## config.mk

```make
export PLATFORM = sky130hd
export DESIGN_NAME = color_palette
export DESIGN_NICKNAME = d
export VERILOG_FILES = /design/src/graphics_pkg.sv /design/src/color_palette.sv
export SDC_FILE = /design/constraint.sdc
export NUM_CORES = 1
export LEC_CHECK = 0
export BUFFER_PORTS_ARGS = -buffer_cell sky130_fd_sc_hd__buf_4
export CORE_ASPECT_RATIO = 0.75
export CORE_MARGIN = 10
export CORE_UTILIZATION = 59
export CTS_BUF_LIST = sky130_fd_sc_hd__clkbuf_8
export DETAILED_ROUTE_END_ITERATION = 10
export GPL_TIMING_DRIVEN = 0
export PLACE_DENSITY = 0.79
export SYNTH_ARGS = -nofsm -noshare
export SYNTH_HDL_FRONTEND = slang
export SYNTH_SLANG_ARGS = --single-unit
```

## constraint.sdc

```tcl
create_clock -name display_clock_in -period 2.2 [get_ports display_clock_in]
set_input_delay 0.44 -clock display_clock_in [delete_from_list [all_inputs] [get_ports display_clock_in]]
set_output_delay 0.44 -clock display_clock_in [all_outputs]
set_load 0.03 [all_outputs]
```

## src/graphics_pkg.sv

```systemverilog
// Command opcodes, decoder states and palette color widths
package graphics_pkg;

    // Command bytes
    typedef enum logic [7:0] {
        OP_ASSIGN_COLOR  = 8'h11,
        OP_DRAW_SPRITE   = 8'h12,
        OP_SWITCH_BUFFER = 8'h14
    } opcode_e;

    typedef enum logic [2:0] {
        DEC_IDLE,
        DEC_COLOR,
        DEC_SPRITE_HEADER,
        DEC_SPRITE_DATA,
        DEC_DONE
    } decoder_state_e;

    // Palette slots and index width
    localparam int PALETTE_ENTRIES = 16;
    localparam int INDEX_WIDTH     = $clog2(PALETTE_ENTRIES);

    // YCbCr field widths, Y in the top bits
    localparam int Y_WIDTH     = 4;
    localparam int CB_WIDTH    = 3;
    localparam int CR_WIDTH    = 3;
    localparam int COLOR_WIDTH = Y_WIDTH + CB_WIDTH + CR_WIDTH;

endpackage
```

## src/color_palette.sv

```systemverilog
// YCbCr palette register file with registered lookup
`timescale 1ns/1ps

module color_palette (
    input  logic                                 display_clock_in,
    input  logic                                 display_reset_n_in,
    input  logic                                 color_write,
    input  logic [graphics_pkg::INDEX_WIDTH-1:0] color_index,
    input  logic [graphics_pkg::COLOR_WIDTH-1:0] color_value,
    input  logic [graphics_pkg::INDEX_WIDTH-1:0] read_index,
    output logic [graphics_pkg::Y_WIDTH-1:0]     display_y,
    output logic [graphics_pkg::CB_WIDTH-1:0]    display_cb,
    output logic [graphics_pkg::CR_WIDTH-1:0]    display_cr
);
    import graphics_pkg::*;

    logic [COLOR_WIDTH-1:0] palette [PALETTE_ENTRIES];
    logic [COLOR_WIDTH-1:0] color;

    always_ff @(posedge display_clock_in) begin
        if (!display_reset_n_in) begin
            for (int i = 0; i < PALETTE_ENTRIES; i++) begin
                palette[i] <= '0;
            end
        end else if (color_write) begin
            palette[color_index] <= color_value;
        end
    end

    // Second cycle of the pixel pipeline
    always_ff @(posedge display_clock_in) begin
        color <= palette[read_index];
    end

    assign display_y  = color[COLOR_WIDTH-1 -: Y_WIDTH];
    assign display_cb = color[CB_WIDTH+CR_WIDTH-1 -: CB_WIDTH];
    assign display_cr = color[CR_WIDTH-1:0];

endmodule

```

==> flow_summary.toml <==
[worst_setup_path]
critPathMaxFanout = 10
end_kind = "flop"
cp.arrival_ps = 2110
critPathLaunch = "display_reset_n_in"
worst_r2r_path_depth = 3
crit_family = "simple AND/OR/NAND/NOR gates"
cp-start-kind = "input pin"
worstSetupPathType = "input pin to flop"
regToRegStartpoint = "palette[1][4]"
crit_required_ps = 2280
max_stage_delay_ps = 590
cp_num_buf_inv = 2
r2r_end = "color[4]"
crit_chain = "buf_4 > buf_2 > nand4_1 > nor3_1 > nand2b_1"
slowest_stage = "nand2b_1"
ff2ff_setup_slack_ps = 740

[status]
outcome = "finished clean"

[synthesis]
synth_cell_types = 22
synth_edf_count = 160
ys_seq_elements = 170
synth_area_um2 = 7510
synth_nets = 492
synth.most_common_cell = "and2_1"
syn_inst = 471
synth_commonest_cells = "and2_1 (161), edfxtp_1 (160), mux4_2 (28), a22oi_1 (20), clkbuf_1 (17)"
synth_async_sr_flop_share = 0
synth_warnings = 0
synth_ff_type = "edfxtp_1"
yosys.area.top_type = "edfxtp_1"
yosys-top-cells-area = "edfxtp_1 (64%), and2_1 (13%), mux4_2 (8.4%)"
ys_seq_area_frac = 0.666
syn_avg_cell_area_um2 = 16.0
synth_top_area_frac = 0.639

[global_routing]
grt-ovfl-total = 0
grt_pass1_wl_um = 25800
grt_pass1_vias = 4424
grt_max_degree = 17
grt_use_total = 0.198
antenna_found_initial = 0

[finish]
regArea_um2 = 5000
post-route-util = 0.679
multi_input_area_um2 = 2360
areaGrowthSynthToFinish_pct = 11.9
drive_above_1_share = 0.193
final.fill_count = 847
layoutNonFillerInstCount = 709
insertedDiodeCount = 0
layout.nets = 551

[timing]
finalHoldViolations = 0
relSlewSlack = 0.412
finalSetupViolCount = 0
fin_crit_ps = 2020
fin_worst_skew_ps = 10.1
rsz0062_at_grt = "no"
finalCritPeriodShare = 0.920
final_max_slew_viol_count = 0
worst_pin_slew_ps = 879
setup_tns_ps = 0
whs_ps = 316
fmax_mhz = 494

[pwr]
pwr-share-seq = 0.578
powerDensity_nw_per_um2 = 778
clkPwrFrac = 0.330
switching_share = 0.239
p_leak_uw = 0.00298
p_comb_frac = 0.092
irDropWorstVdd_v = 0.000510
internal_power_uw = 4980
p_switching_uw = 1560

[routing]
ant_nets = 0
vias_per_cell = 6.10
firstDrtPassIters = 5
wl_um = 16900
first_iter_violations = 490
wl_per_cell_um = 23.8
drcViolationCount = 0
via_count = 4326

[die]
fp.dieW_um = 150
die-height_um = 118
start_util = 0.606
core_area_um2 = 12400
rows = 35
dieArea_um2 = 17700
pin_count = 31

[cts]
worstSkewPairLatency_ps = 450
cts_tree = "yes"
cts.sinks = 170
clockBufferDepth = 2
hold_buffers = 0
cts_buffers = 17
post-cts-setup-buffers = 0
root_buffer = "clkbuf_8"
clk_transition_reported_paths_ps = 90
htree_levels = 4
cts_resized = 0

[place]
portBuffers = 28
dpl.hpwl_um = 11700
gp_congestion = 0.832
place_inst = 677

[worst_hold_path]
hold_path_depth = 2
hold_path.class = "input pin to flop"
whs_endpoint = "palette[6][4]"
hp-start = "color_value[4]"

[job]
maxCapViolCount = 0
==> worst reg2reg max path, delay by kind of cell (launching register included) <==
family | cells | cell delay [ps]
compound gates | 1 | 360
mux | 1 | 530
simple gates | 1 | 90
flops | 1 | 380
==> registers in the layout (all words and copies together), names as in the netlist <==
name	count
color	10
palette	160
==> worst max-delay path by stage <==
| stage | cells after the start | to |
|---|---|---|
| 5_1_grt | 5 | palette[12][2] |
| 2_1_floorplan | 3 | palette[5][0] |
| 3_5_place_dp | 5 | palette[12][7] |
| 4_1_cts | 5 | palette[12][2] |
| 3_3_place_gp | 4 | palette[7][9] |
| 6_report | 5 | palette[12][2] |
==> metal layers <==
metal	part of all wire	global-route usage	vias to the layer above	wire length, µm
li1	-	-	1884	-
met1	0.40	0.267	2202	6800
met5	0	0	-	0
met4	0.015	0.0612	0	252
met2	0.48	0.302	219	8060
met3	0.10	0.0595	21	1760
==> area by class of cell <==
class / count / share of cell area
flip-flops and latches: 170 / 0.595
multi-input cells: 273 / 0.281
well taps: 166 / 0.0247
clock inverters: 15 / 0.0179
clock buffers: 17 / 0.0278
repair buffers: 40 / 0.0362
plain buffers: 28 / 0.0171
==> layout by cell type (no fill, tap or decap), types with 12 or more instances in the layout <==
cell and instances:
and2_1 161, edfxtp_1 160, buf_4 41, mux4_2 28
a22oi_1 20, clkbuf_1 17, clkbuf_8 17, nor2_1 13
mux4_1 12, o21ai_1 12
==> cell families after synthesis <==
family | after synthesis | synth area share
multiplexers | 40 | 0.126
buffers and inverters | 28 | 0.0191
AND/OR/NAND/NOR | 201 | 0.161
AO/OA/AOI/OAI | 32 | 0.0280
flip-flops | 170 | 0.666
==> stage by stage <==
step	total power (µW)	setup slack [ps]	area, µm²
finish	6540	176	8410
global route	6740	138	8410
CTS	6550	294	8410
detailed placement	4450	-187	8030
global placement	4410	-616	7930
floorplan	4190	162	7510
==> power groups by stage <==
stage          combinational, µW  clock [µW]  sequential, µW
2_1_floorplan                303           0            3890
3_3_place_gp                 568           0            3840
3_5_place_dp                 600           0            3850
4_1_cts                      603        2160            3780
5_1_grt                      644        2300            3800
6_report                     604        2160            3780
Power figures use the tool's default switching activity.
