--- config.mk ---
export PLATFORM = sky130hd
export DESIGN_NAME = display_timing
export DESIGN_NICKNAME = d
export VERILOG_FILES = /design/src/display_timing.sv
export SDC_FILE = /design/constraint.sdc
export NUM_CORES = 1
export LEC_CHECK = 0
export BUFFER_PORTS_ARGS = -buffer_cell sky130_fd_sc_hd__buf_2
export CAP_MARGIN = 5
export CORE_MARGIN = 2
export CORE_UTILIZATION = 51
export DETAILED_ROUTE_END_ITERATION = 10
export PLACE_DENSITY = 0.84
export SYNTH_ARGS = -nofsm -noshare
export SYNTH_HDL_FRONTEND = slang
export SYNTH_SLANG_ARGS = --single-unit
--- constraint.sdc ---
create_clock -name display_clock_in -period 2.1 [get_ports display_clock_in]
set_input_delay 0.21 -clock display_clock_in [delete_from_list [all_inputs] [get_ports display_clock_in]]
set_output_delay 0.21 -clock display_clock_in [all_outputs]
set_load 0.1 [all_outputs]
--- src/display_timing.sv ---
// Raster timing with sync, data enable, frame start and front-buffer read address
`timescale 1ns/1ps

module display_timing #(
    parameter int DISPLAY_WIDTH  = 640,
    parameter int DISPLAY_HEIGHT = 400,
    parameter int H_BLANK        = 160,
    parameter int V_BLANK        = 45
) (
    input  logic                                             display_clock_in,
    input  logic                                             display_reset_n_in,
    output logic [$clog2(DISPLAY_WIDTH*DISPLAY_HEIGHT)-1:0] read_address,
    output logic                                             frame_start,
    output logic                                             display_hsync,
    output logic                                             display_vsync,
    output logic                                             display_data_enable
);
    localparam int H_TOTAL       = DISPLAY_WIDTH + H_BLANK;
    localparam int V_TOTAL       = DISPLAY_HEIGHT + V_BLANK;
    localparam int H_COUNT_WIDTH = $clog2(H_TOTAL);
    localparam int V_COUNT_WIDTH = $clog2(V_TOTAL);

    logic [H_COUNT_WIDTH-1:0] h_count;
    logic [V_COUNT_WIDTH-1:0] v_count;
    logic                     line_end;
    logic                     frame_end;
    logic                     active;
    logic                     hsync;
    logic                     vsync;
    // {hsync, vsync, data enable} matched to buffer and palette latency
    logic [2:0]               delay_0;
    logic [2:0]               delay_1;

    assign line_end  = h_count == H_TOTAL - 1;
    assign frame_end = line_end && v_count == V_TOTAL - 1;
    assign active    = h_count < DISPLAY_WIDTH && v_count < DISPLAY_HEIGHT;
    assign hsync     = h_count >= DISPLAY_WIDTH && h_count < DISPLAY_WIDTH + H_BLANK / 2;
    assign vsync     = v_count == DISPLAY_HEIGHT;

    // Counters leave reset on the last position so a frame starts right away
    always_ff @(posedge display_clock_in) begin
        if (!display_reset_n_in) begin
            h_count      <= H_COUNT_WIDTH'(H_TOTAL - 1);
            v_count      <= V_COUNT_WIDTH'(V_TOTAL - 1);
            read_address <= '0;
            frame_start  <= 1'b0;
            delay_0      <= '0;
            delay_1      <= '0;
        end else begin
            frame_start <= frame_end;
            delay_0     <= {hsync, vsync, active};
            delay_1     <= delay_0;
            if (line_end) begin
                h_count <= '0;
                v_count <= frame_end ? '0 : v_count + 1'b1;
            end else begin
                h_count <= h_count + 1'b1;
            end
            if (frame_end)
                read_address <= '0;
            else if (active)
                read_address <= read_address + 1'b1;
        end
    end

    assign {display_hsync, display_vsync, display_data_enable} = delay_1;

endmodule

==> flow_summary.json <==
{
  "grt_pass1_wl_mm": 7.24,
  "routed_wl_mm": 4.22,
  "whs_path_depth": 3,
  "synthToLayoutAreaGrowth_pct": 19.2,
  "drive_gt1_frac": 0.234,
  "hold_viol": 0,
  "ys_ff_latch": 44,
  "fin_crit_ps": 2020,
  "clock_skew_ps": 4.31,
  "max_freq_mhz": 495,
  "cts.clk_slew.worst_paths_ps": 80,
  "final_area_um2": 2330,
  "crit_path_end_kind": "register",
  "peakVddDrop_uv": 608,
  "die_area_um2": 4340,
  "slowest_delay_ps": 560,
  "tightest_slew_ps": 487,
  "cts_buffers": 5,
  "clk_latency_ps": 300,
  "clock_sinks": 44,
  "yosysSeqAreaShare": 0.451,
  "worstSetupPathType": "reg -> reg",
  "clock-root-buffer": "clkbuf_8",
  "required_ps": 2330,
  "die_width_um": 65.9,
  "die_height_um": 65.9,
  "ant_nets": 0,
  "drc": 0,
  "drt_iter0_markers": 114,
  "overflow": 0,
  "firstDrtPassIters": 4,
  "io_pins": 24,
  "num_vias": 1787,
  "dp_hpwl_mm": 2.92,
  "io_buffer_count": 23,
  "setup_tns_ps": 0,
  "cts_tree": "done",
  "cp.depth": 4,
  "yosys_warnings": 0,
  "critPathTopFamily": "simple AND/OR/NAND/NOR gates",
  "synth_cell_type_count": 32,
  "setup_violations": 0,
  "drv_slew": 0,
  "r2r_slack_ps": 80,
  "fin_util": 0.635,
  "finalPower_mw": 2.56,
  "avgSynthCellArea_um2": 8.79,
  "cpMaxStageDelayCell": "or4_4",
  "synth_nets": 229,
  "power_leakage_nw": 0.921,
  "start_util": 0.533,
  "crit_path_start_kind": "register",
  "powerDensity_nw_per_um2": 1100,
  "max_slew_margin": 0.678,
  "cp_cell_sequence": "or3_4, or4_4, or4_1, a31oi_1",
  "outcome": "complete, no violations",
  "syn_area_um2": 1950,
  "core_area_um2": 3660,
  "worst-endpoint-arrival_ps": 2250,
  "cts.path.max_buffers": 2,
  "gp_routability_congestion": 0.844,
  "grt_max_degree": 22,
  "min_period_over_period": 0.962,
  "antenna_found_initial": 0,
  "num_rows": 22,
  "hp-class": "in -> reg",
  "r2r_cells": 4,
  "fin_nets": 268,
  "cp_max_fo": 6,
  "rsz0062_at_grt": "no",
  "synthCells": 222,
  "wl_per_cell_um": 13.7,
  "crit_buf_inv": 0,
  "cts_max_level": 2,
  "grt_pass1_vias": 1651,
  "detailed_place.area_um2": 2210,
  "cts-hold-fix-buffers": 0,
  "grt.total_usage": 0.215,
  "drv_cap": 0,
  "viasPerCell": 5.78,
  "antennaDiodeCount": 0
}
## registers in the layout (all words and copies together), names as in the netlist
name / flops
frame_start: 1
delay_1: 3
delay_0: 3
h_count: 10
read_address: 18
v_count: 9
## report_power, final
group	switching, mW	internal, mW
Combinational	0.551	0.380
Clock	0.277	0.293
Sequential	0.113	0.949
Total	0.940	1.62
## cells by family (layout without fill, tap and decap cells)
kind of cell / after synthesis / after routing / share of synthesized area
and+or+nand+nor: 95 / 95 / 0.272
xor gates and xnor gates: 15 / 15 / 0.0673
AOI/OAI and AO/OA: 47 / 47 / 0.145
adders and majority gates: 5 / 5 / 0.0321
buffers and inverters: 16 / 55 / 0.0327
DFF: 44 / 44 / 0.451
## stage by stage
step / setup slack, ps / instances / hold slack, ps
floorplan: -4.12 / 222 / 412
global placement: 141 / 300 / 416
detailed placement: 83.6 / 300 / 423
CTS: 47.7 / 307 / 228
global route: 13.4 / 309 / 238
finish: 79.2 / 309 / 228
## synth_stat cells
| cell type | instances | area, um^2 |
|---|---|---|
| a21oi_1 | 17 | 85.1 |
| a31oi_1 | 5 | 31.3 |
| and2_1 | 5 | 31.3 |
| and3_1 | 4 | 25.0 |
| and4_1 | 3 | 26.3 |
| buf_2 | 2 | 10.0 |
| clkbuf_1 | 4 | 15.0 |
| clkbuf_2 | 1 | 5.00 |
| dfxtp_1 | 44 | 881 |
| ha_1 | 5 | 62.6 |
| inv_1 | 9 | 33.8 |
| nand2_1 | 19 | 71.3 |
| nand2b_1 | 1 | 6.26 |
| nand3_1 | 11 | 55.1 |
| nand4_1 | 9 | 56.3 |
| nand4b_1 | 1 | 8.76 |
| nor2_1 | 13 | 48.8 |
| nor3_1 | 3 | 15.0 |
| nor4_1 | 4 | 25.0 |
| nor4b_1 | 1 | 8.76 |
| o21ai_0 | 15 | 75.1 |
| o21ai_1 | 1 | 5.00 |
| o311ai_4 | 1 | 26.3 |
| o31ai_1 | 8 | 60.1 |
| or2_2 | 1 | 6.26 |
| or3_1 | 9 | 56.3 |
| or3_2 | 1 | 7.51 |
| or3_4 | 1 | 11.3 |
| or4_1 | 8 | 60.1 |
| or4_4 | 1 | 11.3 |
| xnor2_1 | 7 | 61.3 |
| xor2_1 | 8 | 70.1 |
## worst reg2reg max path: cells and delay by family (launching register included)
family	cells	cell delay, ps
and+or+nand+nor	3	1470
DFF	1	330
AOI/OAI and AO/OA	1	160
## cell usage in the layout (no fill, tap or decap)
cell type and instances:
nor4_1 4, or3_1 9, inv_1 9, nand4_1 9, a31oi_1 5, clkbuf_8 7
or3_4 1, a21oi_1 17, nor2_1 13, o21ai_0 14, nand3_1 11, buf_2 23
nand4b_1 1, dfxtp_2 10, xnor2_1 7, buf_4 16, or4_1 8, o21ai_1 2
or3_2 1, nor4b_1 1, dfxtp_1 34, nor3_1 3, xor2_1 8, nand2_1 19
or4_4 1, and3_1 4, or2_2 1, nand2b_1 1, o31ai_1 8, ha_1 5
and4_1 3, and2_1 5, o311ai_4 1
## per-layer routing
metal | vias to the layer above | GRT usage | wire length (um)
met5 | - | 0 | 0
met4 | 0 | 0.0833 | 65
met3 | 9 | 0.0494 | 158
met2 | 41 | 0.378 | 2100
met1 | 853 | 0.252 | 1900
li1 | 884 | - | -
## layout make-up
class                           instances  area, um^2
Inverter                                9        33.8
Timing Repair Buffer                   39         235
Sequential cell                        44         893
Tap cell                               48        60.1
Multi-Input combinational cell        162        1010
Fill cell                             307        1340
Clock buffer                            7        96.3
## repair_timing
| item | CTS | global route |
|---|---|---|
| endpoints found under the setup margin | 0 | 22 |
| buffers inserted | 0 | 2 |
| gates resized for setup | 0 | 0 |
## worst paths after layout
check                                   startpoint    endpoint
worst max-delay path                    h_count[6]  v_count[8]
worst min-delay path            display_reset_n_in  delay_0[0]
worst max register to register          h_count[6]  v_count[8]
worst min register to register          delay_0[1]  delay_1[1]
(Power assumes the default switching activity.)
