### src/graphics_pkg.sv
// Command opcodes, decoder states and palette color widths
package graphics_pkg;

    // Command bytes
    typedef enum logic [7:0] {
        OP_ASSIGN_COLOR  = 8'h11,
        OP_DRAW_SPRITE   = 8'h12,
        OP_SWITCH_BUFFER = 8'h14
    } opcode_e;

    typedef enum logic [2:0] {
        DEC_IDLE,
        DEC_COLOR,
        DEC_SPRITE_HEADER,
        DEC_SPRITE_DATA,
        DEC_DONE
    } decoder_state_e;

    // Palette slots and index width
    localparam int PALETTE_ENTRIES = 16;
    localparam int INDEX_WIDTH     = $clog2(PALETTE_ENTRIES);

    // YCbCr field widths, Y in the top bits
    localparam int Y_WIDTH     = 4;
    localparam int CB_WIDTH    = 3;
    localparam int CR_WIDTH    = 3;
    localparam int COLOR_WIDTH = Y_WIDTH + CB_WIDTH + CR_WIDTH;

endpackage
### src/command_decoder.sv
// Command decoder FSM issuing palette, sprite and buffer swap strobes
`timescale 1ns/1ps

module command_decoder (
    input  logic                                 display_clock_in,
    input  logic                                 display_reset_n_in,
    input  graphics_pkg::opcode_e                op_code,
    input  logic                                 op_code_valid,
    input  logic [7:0]                           operand,
    input  logic                                 operand_valid,
    output logic                                 color_write,
    output logic [graphics_pkg::INDEX_WIDTH-1:0] color_index,
    output logic [graphics_pkg::COLOR_WIDTH-1:0] color_value,
    output logic                                 sprite_start,
    output logic [9:0]                           sprite_x,
    output logic [9:0]                           sprite_y,
    output logic [9:0]                           sprite_width,
    output logic [4:0]                           sprite_color_count,
    output logic [graphics_pkg::INDEX_WIDTH-1:0] sprite_palette_offset,
    output logic                                 sprite_data_valid,
    output logic [7:0]                           sprite_data,
    output logic                                 swap_request
);
    import graphics_pkg::*;

    decoder_state_e state;
    logic [2:0]     operand_count;
    logic           color_byte;
    logic           header_byte;

    assign color_byte  = operand_valid && state == DEC_COLOR;
    assign header_byte = operand_valid && state == DEC_SPRITE_HEADER;

    always_ff @(posedge display_clock_in) begin
        if (!display_reset_n_in) begin
            state             <= DEC_IDLE;
            operand_count     <= '0;
            color_write       <= 1'b0;
            sprite_start      <= 1'b0;
            sprite_data_valid <= 1'b0;
            swap_request      <= 1'b0;
        end else begin
            color_write       <= 1'b0;
            sprite_start      <= 1'b0;
            sprite_data_valid <= 1'b0;
            swap_request      <= 1'b0;
            if (!op_code_valid) begin
                state         <= DEC_IDLE;
                operand_count <= '0;
            end else begin
                case (state)
                    DEC_IDLE: begin
                        case (op_code)
                            OP_ASSIGN_COLOR: state <= DEC_COLOR;
                            OP_DRAW_SPRITE:  state <= DEC_SPRITE_HEADER;
                            OP_SWITCH_BUFFER: begin
                                swap_request <= 1'b1;
                                state        <= DEC_DONE;
                            end
                            default: state <= DEC_DONE;
                        endcase
                    end
                    DEC_COLOR: begin
                        if (operand_valid) begin
                            operand_count <= operand_count + 3'd1;
                            if (operand_count == 3'd3) begin
                                color_write <= 1'b1;
                                state       <= DEC_DONE;
                            end
                        end
                    end
                    DEC_SPRITE_HEADER: begin
                        if (operand_valid) begin
                            operand_count <= operand_count + 3'd1;
                            if (operand_count == 3'd7) begin
                                sprite_start <= 1'b1;
                                state        <= DEC_SPRITE_DATA;
                            end
                        end
                    end
                    DEC_SPRITE_DATA: sprite_data_valid <= operand_valid;
                    // Waits here until op_code_valid falls
                    default: state <= DEC_DONE;
                endcase
            end
        end
    end

    // Field capture
    always_ff @(posedge display_clock_in) begin
        if (color_byte) begin
            case (operand_count)
                3'd0: color_index <= operand[INDEX_WIDTH-1:0];
                3'd1: color_value[COLOR_WIDTH-1 -: Y_WIDTH] <= operand[7 -: Y_WIDTH];
                3'd2: color_value[CB_WIDTH+CR_WIDTH-1 -: CB_WIDTH] <= operand[7 -: CB_WIDTH];
                default: color_value[CR_WIDTH-1:0] <= operand[7 -: CR_WIDTH];
            endcase
        end
        if (header_byte) begin
            case (operand_count)
                3'd0: sprite_x[9:8] <= operand[1:0];
                3'd1: sprite_x[7:0] <= operand;
                3'd2: sprite_y[9:8] <= operand[1:0];
                3'd3: sprite_y[7:0] <= operand;
                3'd4: sprite_width[9:8] <= operand[1:0];
                3'd5: sprite_width[7:0] <= operand;
                3'd6: sprite_color_count <= operand[4:0];
                default: sprite_palette_offset <= operand[INDEX_WIDTH-1:0];
            endcase
        end
        if (operand_valid && state == DEC_SPRITE_DATA)
            sprite_data <= operand;
    end

endmodule

### config.mk
export PLATFORM = sky130hd
export DESIGN_NAME = command_decoder
export DESIGN_NICKNAME = d
export VERILOG_FILES = /design/src/graphics_pkg.sv /design/src/command_decoder.sv
export SDC_FILE = /design/constraint.sdc
export NUM_CORES = 1
export LEC_CHECK = 0
export ABC_AREA = 1
export BUFFER_PORTS_ARGS = -buffer_cell sky130_fd_sc_hd__buf_2
export CAP_MARGIN = 20
export CORE_ASPECT_RATIO = 2
export CORE_UTILIZATION = 49
export CTS_CLUSTER_SIZE = 8
export DETAILED_ROUTE_END_ITERATION = 6
export GPL_ROUTABILITY_DRIVEN = 0
export PLACE_DENSITY = 0.78
export SYNTH_ARGS = -nofsm -noshare
export SYNTH_HDL_FRONTEND = slang
export SYNTH_SLANG_ARGS = --single-unit
### constraint.sdc
create_clock -name display_clock_in -period 1.9 [get_ports display_clock_in]
set_input_delay 0.38 -clock display_clock_in [delete_from_list [all_inputs] [get_ports display_clock_in]]
set_output_delay 0.38 -clock display_clock_in [all_outputs]
set_load 0.01 [all_outputs]
==> impl_results.md <==
- Iter 0 DRT Violations: 48
- Die Ht: 104 um
- Post-route minimum period: 1710 ps
- Rows: 36
- Post-Syn Instances: 172
- Crit-path max FO: 5
- Outcome: completed
- Final worst-path cycle share: roughly nine tenths
- Synth Area in XOR/XNOR: 0%
- Slowest cell on the critical path: nor4_2
- Top cells by area, synth: edfxtp_1 (72%), dfxtp_1 (7.8%), nand2_1 (3.4%)
- CP Class: register to register
- Adder-cell area share of the yosys netlist: 2.94%
- P_leak: 1.34 nW
- Worst endpoint required time: 1870 ps
- Setup Skew: 9.39 ps
- Fmax: 585 MHz
- Placeable core region: 4950 um^2
- Bufs and invs on worst path: 2
- HP Class: input port to register
- FF-to-FF path depth: 5
- Die width: 53.0 um
- CP Depth: 5
- Asr flop ratio synth: 0%
- Die ar.: 5520 um^2
- Port bufs: 84
- Family with the most delay on the worst path: simple AND/OR/NAND/NOR gates
- Most common cell on crit path: inv_1
- Placed Area: 3080 um^2
- GR Overflow Total: 0
- PwrDens: approximately 840 nW/um^2
- Area leader, netlist: edfxtp_1
- # Post-CTS Setup Buffers: 0
- Mean Syn Cell Area: 14.8 um^2
- Critical Path AT: 1670 ps
- DR vias: 1,669
- Share of cells above drive strength 1: 40.6%
- Post-synthesis cell area: 2550 um^2
- Top post-synthesis cells by count: edfxtp_1 (61), nand2_1 (23), nor2_1 (20), inv_1 (19), dfxtp_1 (10)
- Post-cts sizing count: 0
- Number of global-route vias before repair: 1,686
- Ports: 85
- Design Area, Final: between 3000 and 4000 um^2
- Initial Util: 51.5%
- Post-CTS Hold Fix Bufs: 0
- CTS HTree Levels: 3
- # nets final: 297
- Synth unique cells: 25
- Max Root-Sink Buffers: 2
- Compound-gate portion of the synthesized area: under 10%
- Critical-path cell list: inv_1 > ha_1 > inv_1 > nor2_1 > nor4_2
- Count leader, synth: edfxtp_1
- Post-DP HPWL: 4.00 mm
- P&R area growth vs syn: 26.5%
- CTS Sinks: 71
- Simple-gate share of the synthesized area: roughly an eighth
- Largest family of logic cells by synthesized area: simple AND/OR/NAND/NOR gates
- Unrepaired setup endpoints after global routing: false
- Post-synthesis mux area share: 0%
- Hold Fails Final Rpt: 0
- Prevailing post-synth register cell: edfxtp_1
- Crit path launch type: register
- CP endpoint kind: register
- Cells on Worst Hold Path: 1
- Final setup violation count: 0
- Post-synth top area share: 71.7%
- Routed length per instance: between 15 and 20 um
- Seq/Total Area, Yosys: roughly four fifths
- Yosys warning total: 0
- Vias per inst: about 5
- CTS tree: done
- Worst-margin pin slew: about 530 ps
- Pre-antenna DRT Iters: 4
- Slew headroom: 64.4%
- Routed Antenna Nets: 0
- First-pass GRT wire length: 8.01 mm
- #FFs+latches synth: 71
- Setup TNS: 0 ps
- Syn Nets: ~200
- EDFF count, synth: 61
- Routed WL: between 5 and 6 mm
- TritonCTS buffer count: 9
- Reg clk slew, reported paths: roughly 70 ps
- Max stage delay on crit path: 510 ps
- GRT Overall Usage: 21.0%
- Peak supply drop: 696 uV
- Max_cap viols: 0
- Initial antenna violation count: 0
- Ant diodes: 0
- Root Buffer: clkbuf_8
- Largest net degree at the start of global routing: 12
- DR DRC count: 0
- Later-pin clock latency in the skew report: 330 ps
- Final slew viol count: 0
[worst reg2reg max path: cells and delay by family (launching register included)]
| family | cells | cell delay [ps] |
|---|---|---|
| fa+ha+maj | 1 | 180 |
| flops | 1 | 420 |
| simple gates | 2 | 570 |
| buf+inv | 2 | 170 |
[layer usage]
metal / track usage [%] / share of wire [%] / vias up
met5: 0 / 0 / -
met3: 6.29 / 4.8 / 17
met4: 12.4 / 4.6 / 0
met2: 38.1 / 59 / 65
li1: - / - / 795
met1: 18.6 / 32 / 792
[cell type report]
class / instances / area [um^2]
inverter: 21 / 80.1
tap: 57 / 71.3
timing repair buffer: 88 / 450
clock buffer: 10 / 128
fill: 388 / 1720
sequential: 71 / 2030
multi-input combinational: 80 / 442
clock inverter: 6 / 27.5
[registers in the layout, indices dropped and copies added (netlist names), 3 cells and up]
name	count
color_value	10
sprite_width	10
sprite_palette_offset	4
sprite_color_count	5
state	3
operand_count	3
sprite_x	10
sprite_y	10
color_index	4
sprite_data	8
[worst paths after layout]
kind | from | slack [ps] | end
worst max register to register | operand_count[1] | 190 | sprite_palette_offset[0]
worst min-delay path | operand[4] | 300 | sprite_data[4]
worst max-delay path | operand_count[1] | 190 | sprite_palette_offset[0]
worst min register to register | operand_count[0] | 540 | operand_count[0]
[cells by family (layout without fill, tap and decap cells)]
family,Yosys count,count (layout)
buffers and inverters,21,125
AND/OR/NAND/NOR,64,64
adder cells (fa/ha/maj),6,6
flip-flops,71,71
AO/OA/AOI/OAI,10,10
[where the power goes]
part           total (mW)  leakage, nW  switching (mW)  internal (mW)
sequential           1.69        0.629         0.00104           1.69
combinational      0.0653        0.626          0.0434         0.0220
clock               0.941       0.0847           0.486          0.455
[placed cells by master (no fill, tap or decap), drive strengths merged]
cell type | Yosys | layout
ha | 6 | 6
clkbuf | 0 | 10
nand4 | 1 | 1
o21a | 1 | 1
inv | 20 | 20
nor4 | 2 | 2
or2 | 1 | 1
buf | 0 | 88
o21ai | 5 | 5
clkinv | 1 | 7
a21oi | 4 | 4
dfxtp | 10 | 10
edfxtp | 61 | 61
nor2 | 21 | 21
nand2 | 26 | 26
nand3 | 8 | 8
nor3 | 5 | 5
[per-stage QoR]
step,std cells,worst slack (ps),util (%),total power [mW],hold slack [ps]
finish,333,191,65.2,2.70,296
global route,333,62.0,65.2,2.79,300
CTS,333,188,65.2,2.71,282
detailed placement,317,211,62.1,1.79,534
global placement,317,328,62.1,1.79,524
floorplan,172,383,-,1.75,479
Note: power is estimated with default switching activity, not from simulation.
