### config.mk
export PLATFORM = sky130hd
export DESIGN_NAME = sprite_engine
export DESIGN_NICKNAME = d
export VERILOG_FILES = /design/src/graphics_pkg.sv /design/src/sprite_engine.sv
export SDC_FILE = /design/constraint.sdc
export NUM_CORES = 1
export LEC_CHECK = 0
export BUFFER_PORTS_ARGS = -buffer_cell sky130_fd_sc_hd__buf_4
export CAP_MARGIN = 20
export CORE_ASPECT_RATIO = 0.9
export CORE_UTILIZATION = 50
export DETAILED_ROUTE_END_ITERATION = 6
export GPL_ROUTABILITY_DRIVEN = 0
export GPL_TIMING_DRIVEN = 0
export PLACE_DENSITY = 0.8
export SYNTH_ARGS = -nofsm -noshare
export SYNTH_HDL_FRONTEND = slang
export SYNTH_SLANG_ARGS = --single-unit
export TNS_END_PERCENT = 5
### constraint.sdc
create_clock -name display_clock_in -period 4.55 [get_ports display_clock_in]
set_clock_uncertainty 0.1 [all_clocks]
set_input_delay 0.2275 -clock display_clock_in [delete_from_list [all_inputs] [get_ports display_clock_in]]
set_output_delay 0.2275 -clock display_clock_in [all_outputs]
set_load 0.05 [all_outputs]
### src/graphics_pkg.sv
// Command opcodes, decoder states and palette color widths
package graphics_pkg;

    // Command bytes
    typedef enum logic [7:0] {
        OP_ASSIGN_COLOR  = 8'h11,
        OP_DRAW_SPRITE   = 8'h12,
        OP_SWITCH_BUFFER = 8'h14
    } opcode_e;

    typedef enum logic [2:0] {
        DEC_IDLE,
        DEC_COLOR,
        DEC_SPRITE_HEADER,
        DEC_SPRITE_DATA,
        DEC_DONE
    } decoder_state_e;

    // Palette slots and index width
    localparam int PALETTE_ENTRIES = 16;
    localparam int INDEX_WIDTH     = $clog2(PALETTE_ENTRIES);

    // YCbCr field widths, Y in the top bits
    localparam int Y_WIDTH     = 4;
    localparam int CB_WIDTH    = 3;
    localparam int CR_WIDTH    = 3;
    localparam int COLOR_WIDTH = Y_WIDTH + CB_WIDTH + CR_WIDTH;

endpackage
### src/sprite_engine.sv
// Sprite engine unpacking 1, 2 or 4 bit pixels into clipped frame-store writes
`timescale 1ns/1ps

module sprite_engine #(
    parameter int DISPLAY_WIDTH  = 640,
    parameter int DISPLAY_HEIGHT = 400
) (
    input  logic                                                 display_clock_in,
    input  logic                                                 display_reset_n_in,
    input  logic                                                 sprite_start,
    input  logic [9:0]                                           sprite_x,
    input  logic [9:0]                                           sprite_y,
    input  logic [9:0]                                           sprite_width,
    input  logic [4:0]                                           sprite_color_count,
    input  logic [graphics_pkg::INDEX_WIDTH-1:0]                 sprite_palette_offset,
    input  logic                                                 sprite_data_valid,
    input  logic [7:0]                                           sprite_data,
    output logic                                                 pixel_write,
    output logic [$clog2(DISPLAY_WIDTH*DISPLAY_HEIGHT)-1:0]     pixel_address,
    output logic [graphics_pkg::INDEX_WIDTH-1:0]                 pixel_index
);
    import graphics_pkg::*;

    localparam int ADDRESS_WIDTH = $clog2(DISPLAY_WIDTH * DISPLAY_HEIGHT);

    logic [9:0]             origin_x;
    logic [9:0]             width;
    logic [4:0]             color_count;
    logic [INDEX_WIDTH-1:0] palette_offset;
    logic [10:0]            cursor_x;
    logic [10:0]            cursor_y;
    logic [9:0]             column;
    logic [7:0]             shift_data;
    logic [3:0]             pixels_left;
    logic [2:0]             bits_per_pixel;
    logic [INDEX_WIDTH-1:0] pixel_value;
    logic                   row_end;

    // MSB-first field of the current byte
    always_comb begin
        case (color_count)
            5'd1: begin
                bits_per_pixel = 3'd1;
                pixel_value    = INDEX_WIDTH'(shift_data[7]);
            end
            5'd4: begin
                bits_per_pixel = 3'd2;
                pixel_value    = INDEX_WIDTH'(shift_data[7:6]);
            end
            default: begin
                bits_per_pixel = 3'd4;
                pixel_value    = shift_data[7 -: INDEX_WIDTH];
            end
        endcase
    end

    assign row_end       = column == width - 10'd1;
    assign pixel_index   = pixel_value + palette_offset;
    assign pixel_write   = pixels_left != '0 && cursor_x < DISPLAY_WIDTH
                           && cursor_y < DISPLAY_HEIGHT;
    assign pixel_address = ADDRESS_WIDTH'(cursor_y * DISPLAY_WIDTH + cursor_x);

    always_ff @(posedge display_clock_in) begin
        if (!display_reset_n_in) begin
            pixels_left <= '0;
        end else if (sprite_data_valid) begin
            pixels_left <= 4'(8 / bits_per_pixel);
        end else if (pixels_left != '0) begin
            pixels_left <= pixels_left - 4'd1;
        end
    end

    always_ff @(posedge display_clock_in) begin
        if (sprite_start) begin
            origin_x       <= sprite_x;
            width          <= sprite_width;
            color_count    <= sprite_color_count;
            palette_offset <= sprite_palette_offset;
            cursor_x       <= {1'b0, sprite_x};
            cursor_y       <= {1'b0, sprite_y};
            column         <= '0;
        end else if (pixels_left != '0) begin
            if (row_end) begin
                column   <= '0;
                cursor_x <= {1'b0, origin_x};
                cursor_y <= cursor_y + 11'd1;
            end else begin
                column   <= column + 10'd1;
                cursor_x <= cursor_x + 11'd1;
            end
        end
        if (sprite_data_valid)
            shift_data <= sprite_data;
        else if (pixels_left != '0)
            shift_data <= shift_data << bits_per_pixel;
    end

endmodule

==> run summary <==
Delay of the slowest cell on the worst path: 0.47 ns
Main synth FF type: edfxtp_1
CTS tree: done
Sw Share: 38.60%
Iter 0 DRT Violations: 155
Setup violators final: 0
Syn_area_per_cell: 10.18 µm²
First-pass GRT wire length: 16560 µm
Non-Filler Instances: 701
Starting Density: 51.42%
CTS sink cnt: 73
Gr ovfl total: 0
Max Clk Rate: 235.4 MHz
Crit path DAT: 3.92 ns
Via count: 3838
Mapped Area: 4671 µm²
Largest net degree at the start of global routing: 33
Clock Latency Late Sink: 0.35 ns
Number of port buffers: 73
Detail Placement HPWL: 7087 µm
Netlist cell types: 62
Die H: 93.69 µm
Final hold vios: 0
Num ports: 74
Setup_tns: 0 ns
Pre-Repair DR Iteration Count: 5
Die ar.: 9733 µm²
CP Cell Sequence: or3_1, clkbuf_1, or3b_2, clkbuf_1, ha_1, clkbuf_1, clkbuf_1, o21ai_1, ha_1, a21o_1, a21oi_1, xnor2_1, buf_4
Initial antenna violation count: 0
Maximum clock insertion buffer count: 2
Hold WC Path Type: input pin to flip-flop
Most frequent cells in the layout: buf_4 (80), edfxtp_1 (57), nand2_1 (44)
Startpoint type of the worst setup path: flip-flop
Worst-margin pin slew: 0.8472 ns
Dominant cells by area after synthesis: edfxtp_1 (37%), ha_1 (8.3%), dfxtp_1 (6.9%), xnor2_1 (6.4%), xor2_1 (3.8%)
Cts bufs inserted: 9
RSZ-0062 raised after global routing: no
Commonest non-fill, non-tap cell in the layout: buf_4
Crit-path leading delay family: buffers and inverters
CTS Root Cell: clkbuf_8
Final period utilization: 93.37%
Syn nets: 544
Post-Syn Instances: 459
Layout cells sized above 1: 19.52%
Leakage: 2.317 nW
Most used cell, CP: clkbuf_1
Core ar.: 9084 µm²
Core Util, Final: 64.78%
Placed cell count: 654
P per Cell Area: 390.6 nW/µm²
# rows: 33
Gate power share: 39.3%
Max-slew violations: 0
Slew HR: 42.72%
Vias per std cell: 5.475
CTS H-Tree Depth: 3
Nets: 659
Vias in the first global route: 3787
Sequential Area: 2032 µm²
Share of the synthesized area in the top cell type: 36.65%
Async set-reset flop share out of synthesis: 0%
P&R area growth vs syn: 25.98%
P_sw: 0.0008873 W
Crit path capture type: output port
FF+latch count, synth: 73
Sequential power share: 38.3%
CP Buf/Inv Count: 5
Minimum clock period: 4.248 ns
Ys Warns: 0
Crit-path max FO: 10
Number of routed nets with antenna violations: 0
Clock transition at path regs: 0.08 ns
VDD IR max: 0.2910 mV
Critical Path RT: 4.22 ns
# diodes: 0
Total global routing track utilization: 21.36%
Die Width: 103.9 µm
Fill cells: 689
Clock Power Share: 22.4%
Multi-input logic area: 2456 µm²
Yosys top cell by area: edfxtp_1
Crit path kind: flip-flop to output port
Internal power: 0.001411 W
Slowest CP cell: or3b_2
Outcome: complete, no violations
Routed WL per cell: 13.94 µm
DRC: 0
EDFF count, synth: 57
Seq/Total Area, Yosys: 43.50%
Final WL: 9770 µm
Max-Cap Viols: 0
==> per-stage QoR <==
| step | cell area [µm²] | setup WS [ns] | total power [W] | hold WS (ns) |
|---|---|---|---|---|
| CTS | 5873 | 0.2118 | 0.002306 | 0.02735 |
| global placement | 5371 | 0.6895 | 0.001750 | 0.3061 |
| detailed placement | 5371 | 0.6092 | 0.001771 | 0.3068 |
| finish | 5884 | 0.3018 | 0.002299 | 0.04069 |
| global route | 5884 | 0.1010 | 0.002411 | 0.04202 |
| floorplan | 4671 | 0.6897 | 0.001529 | 0.2264 |
==> power by group through the flow <==
stage	Clock (W)	Combinational, W	Sequential (W)
2_1_floorplan	0	0.000656	0.000873
3_3_place_gp	0	0.000860	0.000890
3_5_place_dp	0	0.000877	0.000894
4_1_cts	0.000526	0.000902	0.000879
5_1_grt	0.000548	0.000971	0.000892
6_report	0.000515	0.000904	0.000880
==> cell families (layout without fill, tap and decap cells) <==
family / after synthesis / after routing / share of synthesized area [%]
and+or+nand+nor: 162 / 162 / 17.79
buffers and inverters: 39 / 159 / 3.911
DFF: 73 / 73 / 43.50
AOI/OAI and AO/OA: 88 / 88 / 13.10
muxes: 9 / 9 / 1.982
xor gates and xnor gates: 54 / 54 / 10.13
adders and majority gates: 34 / 34 / 9.590
==> worst paths after layout <==
kind / to / from / slack (ns) / cells after the start
setup / recovery: pixel_index[3] / color_count[1]$_DFFE_PP_ / 0.30 / 13
setup reg to reg: shift_data[7]$_DFFE_PP_ / color_count[1]$_DFFE_PP_ / 0.68 / 11
hold reg to reg: column[1]$_SDFFE_PP0P_ / column[1]$_SDFFE_PP0P_ / 0.44 / 2
hold / removal: shift_data[1]$_DFFE_PP_ / sprite_data[1] / 0.04 / 3
==> worst min-delay path: stages <==
cell and delay, ns:
buf_4 0.08, nand2_1 0.04, o41ai_1 0.05
==> timing repair <==
action / 4_1_cts / 5_1_grt
resized for setup: 0 / 1
hold endpoints to repair: 30 / 0
endpoints found under the setup margin: 0 / 1
hold buffers: 30 / 0
setup buffers: 0 / 0
==> area by class of cell <==
| class | instances | area share, % |
|---|---|---|
| clock inverters | 7 | 1.318 |
| flip-flops and latches | 73 | 34.53 |
| clock buffers | 9 | 2.105 |
| plain buffers | 26 | 2.275 |
| multi-input cells | 347 | 41.74 |
| well taps | 122 | 2.594 |
| repair buffers | 104 | 14.61 |
| inverters | 13 | 0.8293 |
==> state kept, by name, indices dropped and copies added, names as in the netlist <==
signal	count
pixels_left	4
cursor_y	11
shift_data	8
palette_offset	4
origin_x	10
width	10
color_count	5
cursor_x	11
column	10
==> cell usage after synthesis (all sizes together), types with 3 or more instances <==
cell,count
a31oi,12
mux2i,7
buf,10
edfxtp,57
xor2,20
nor2,34
nor2b,4
or3,5
nand2b,3
o22ai,3
inv,11
nand2,45
nor4b,3
and2,7
nand4,5
fa,3
ha,31
a21o,5
xnor2,34
o21ai,24
and3,6
dfxtp,16
nor3,10
a211oi,4
a21oi,13
nand3,16
nor4,11
clkbuf,16
o31ai,10
==> per-layer routing <==
metal  vias to the layer above  wire, µm  GRT usage [%]
li1                       1908         -              -
met1                      1823      4373          26.17
met2                        93      4870          37.72
met3                        14       399          3.675
met4                         0       126          8.452
met5                         -         0              0
(Power assumes the default switching activity.)
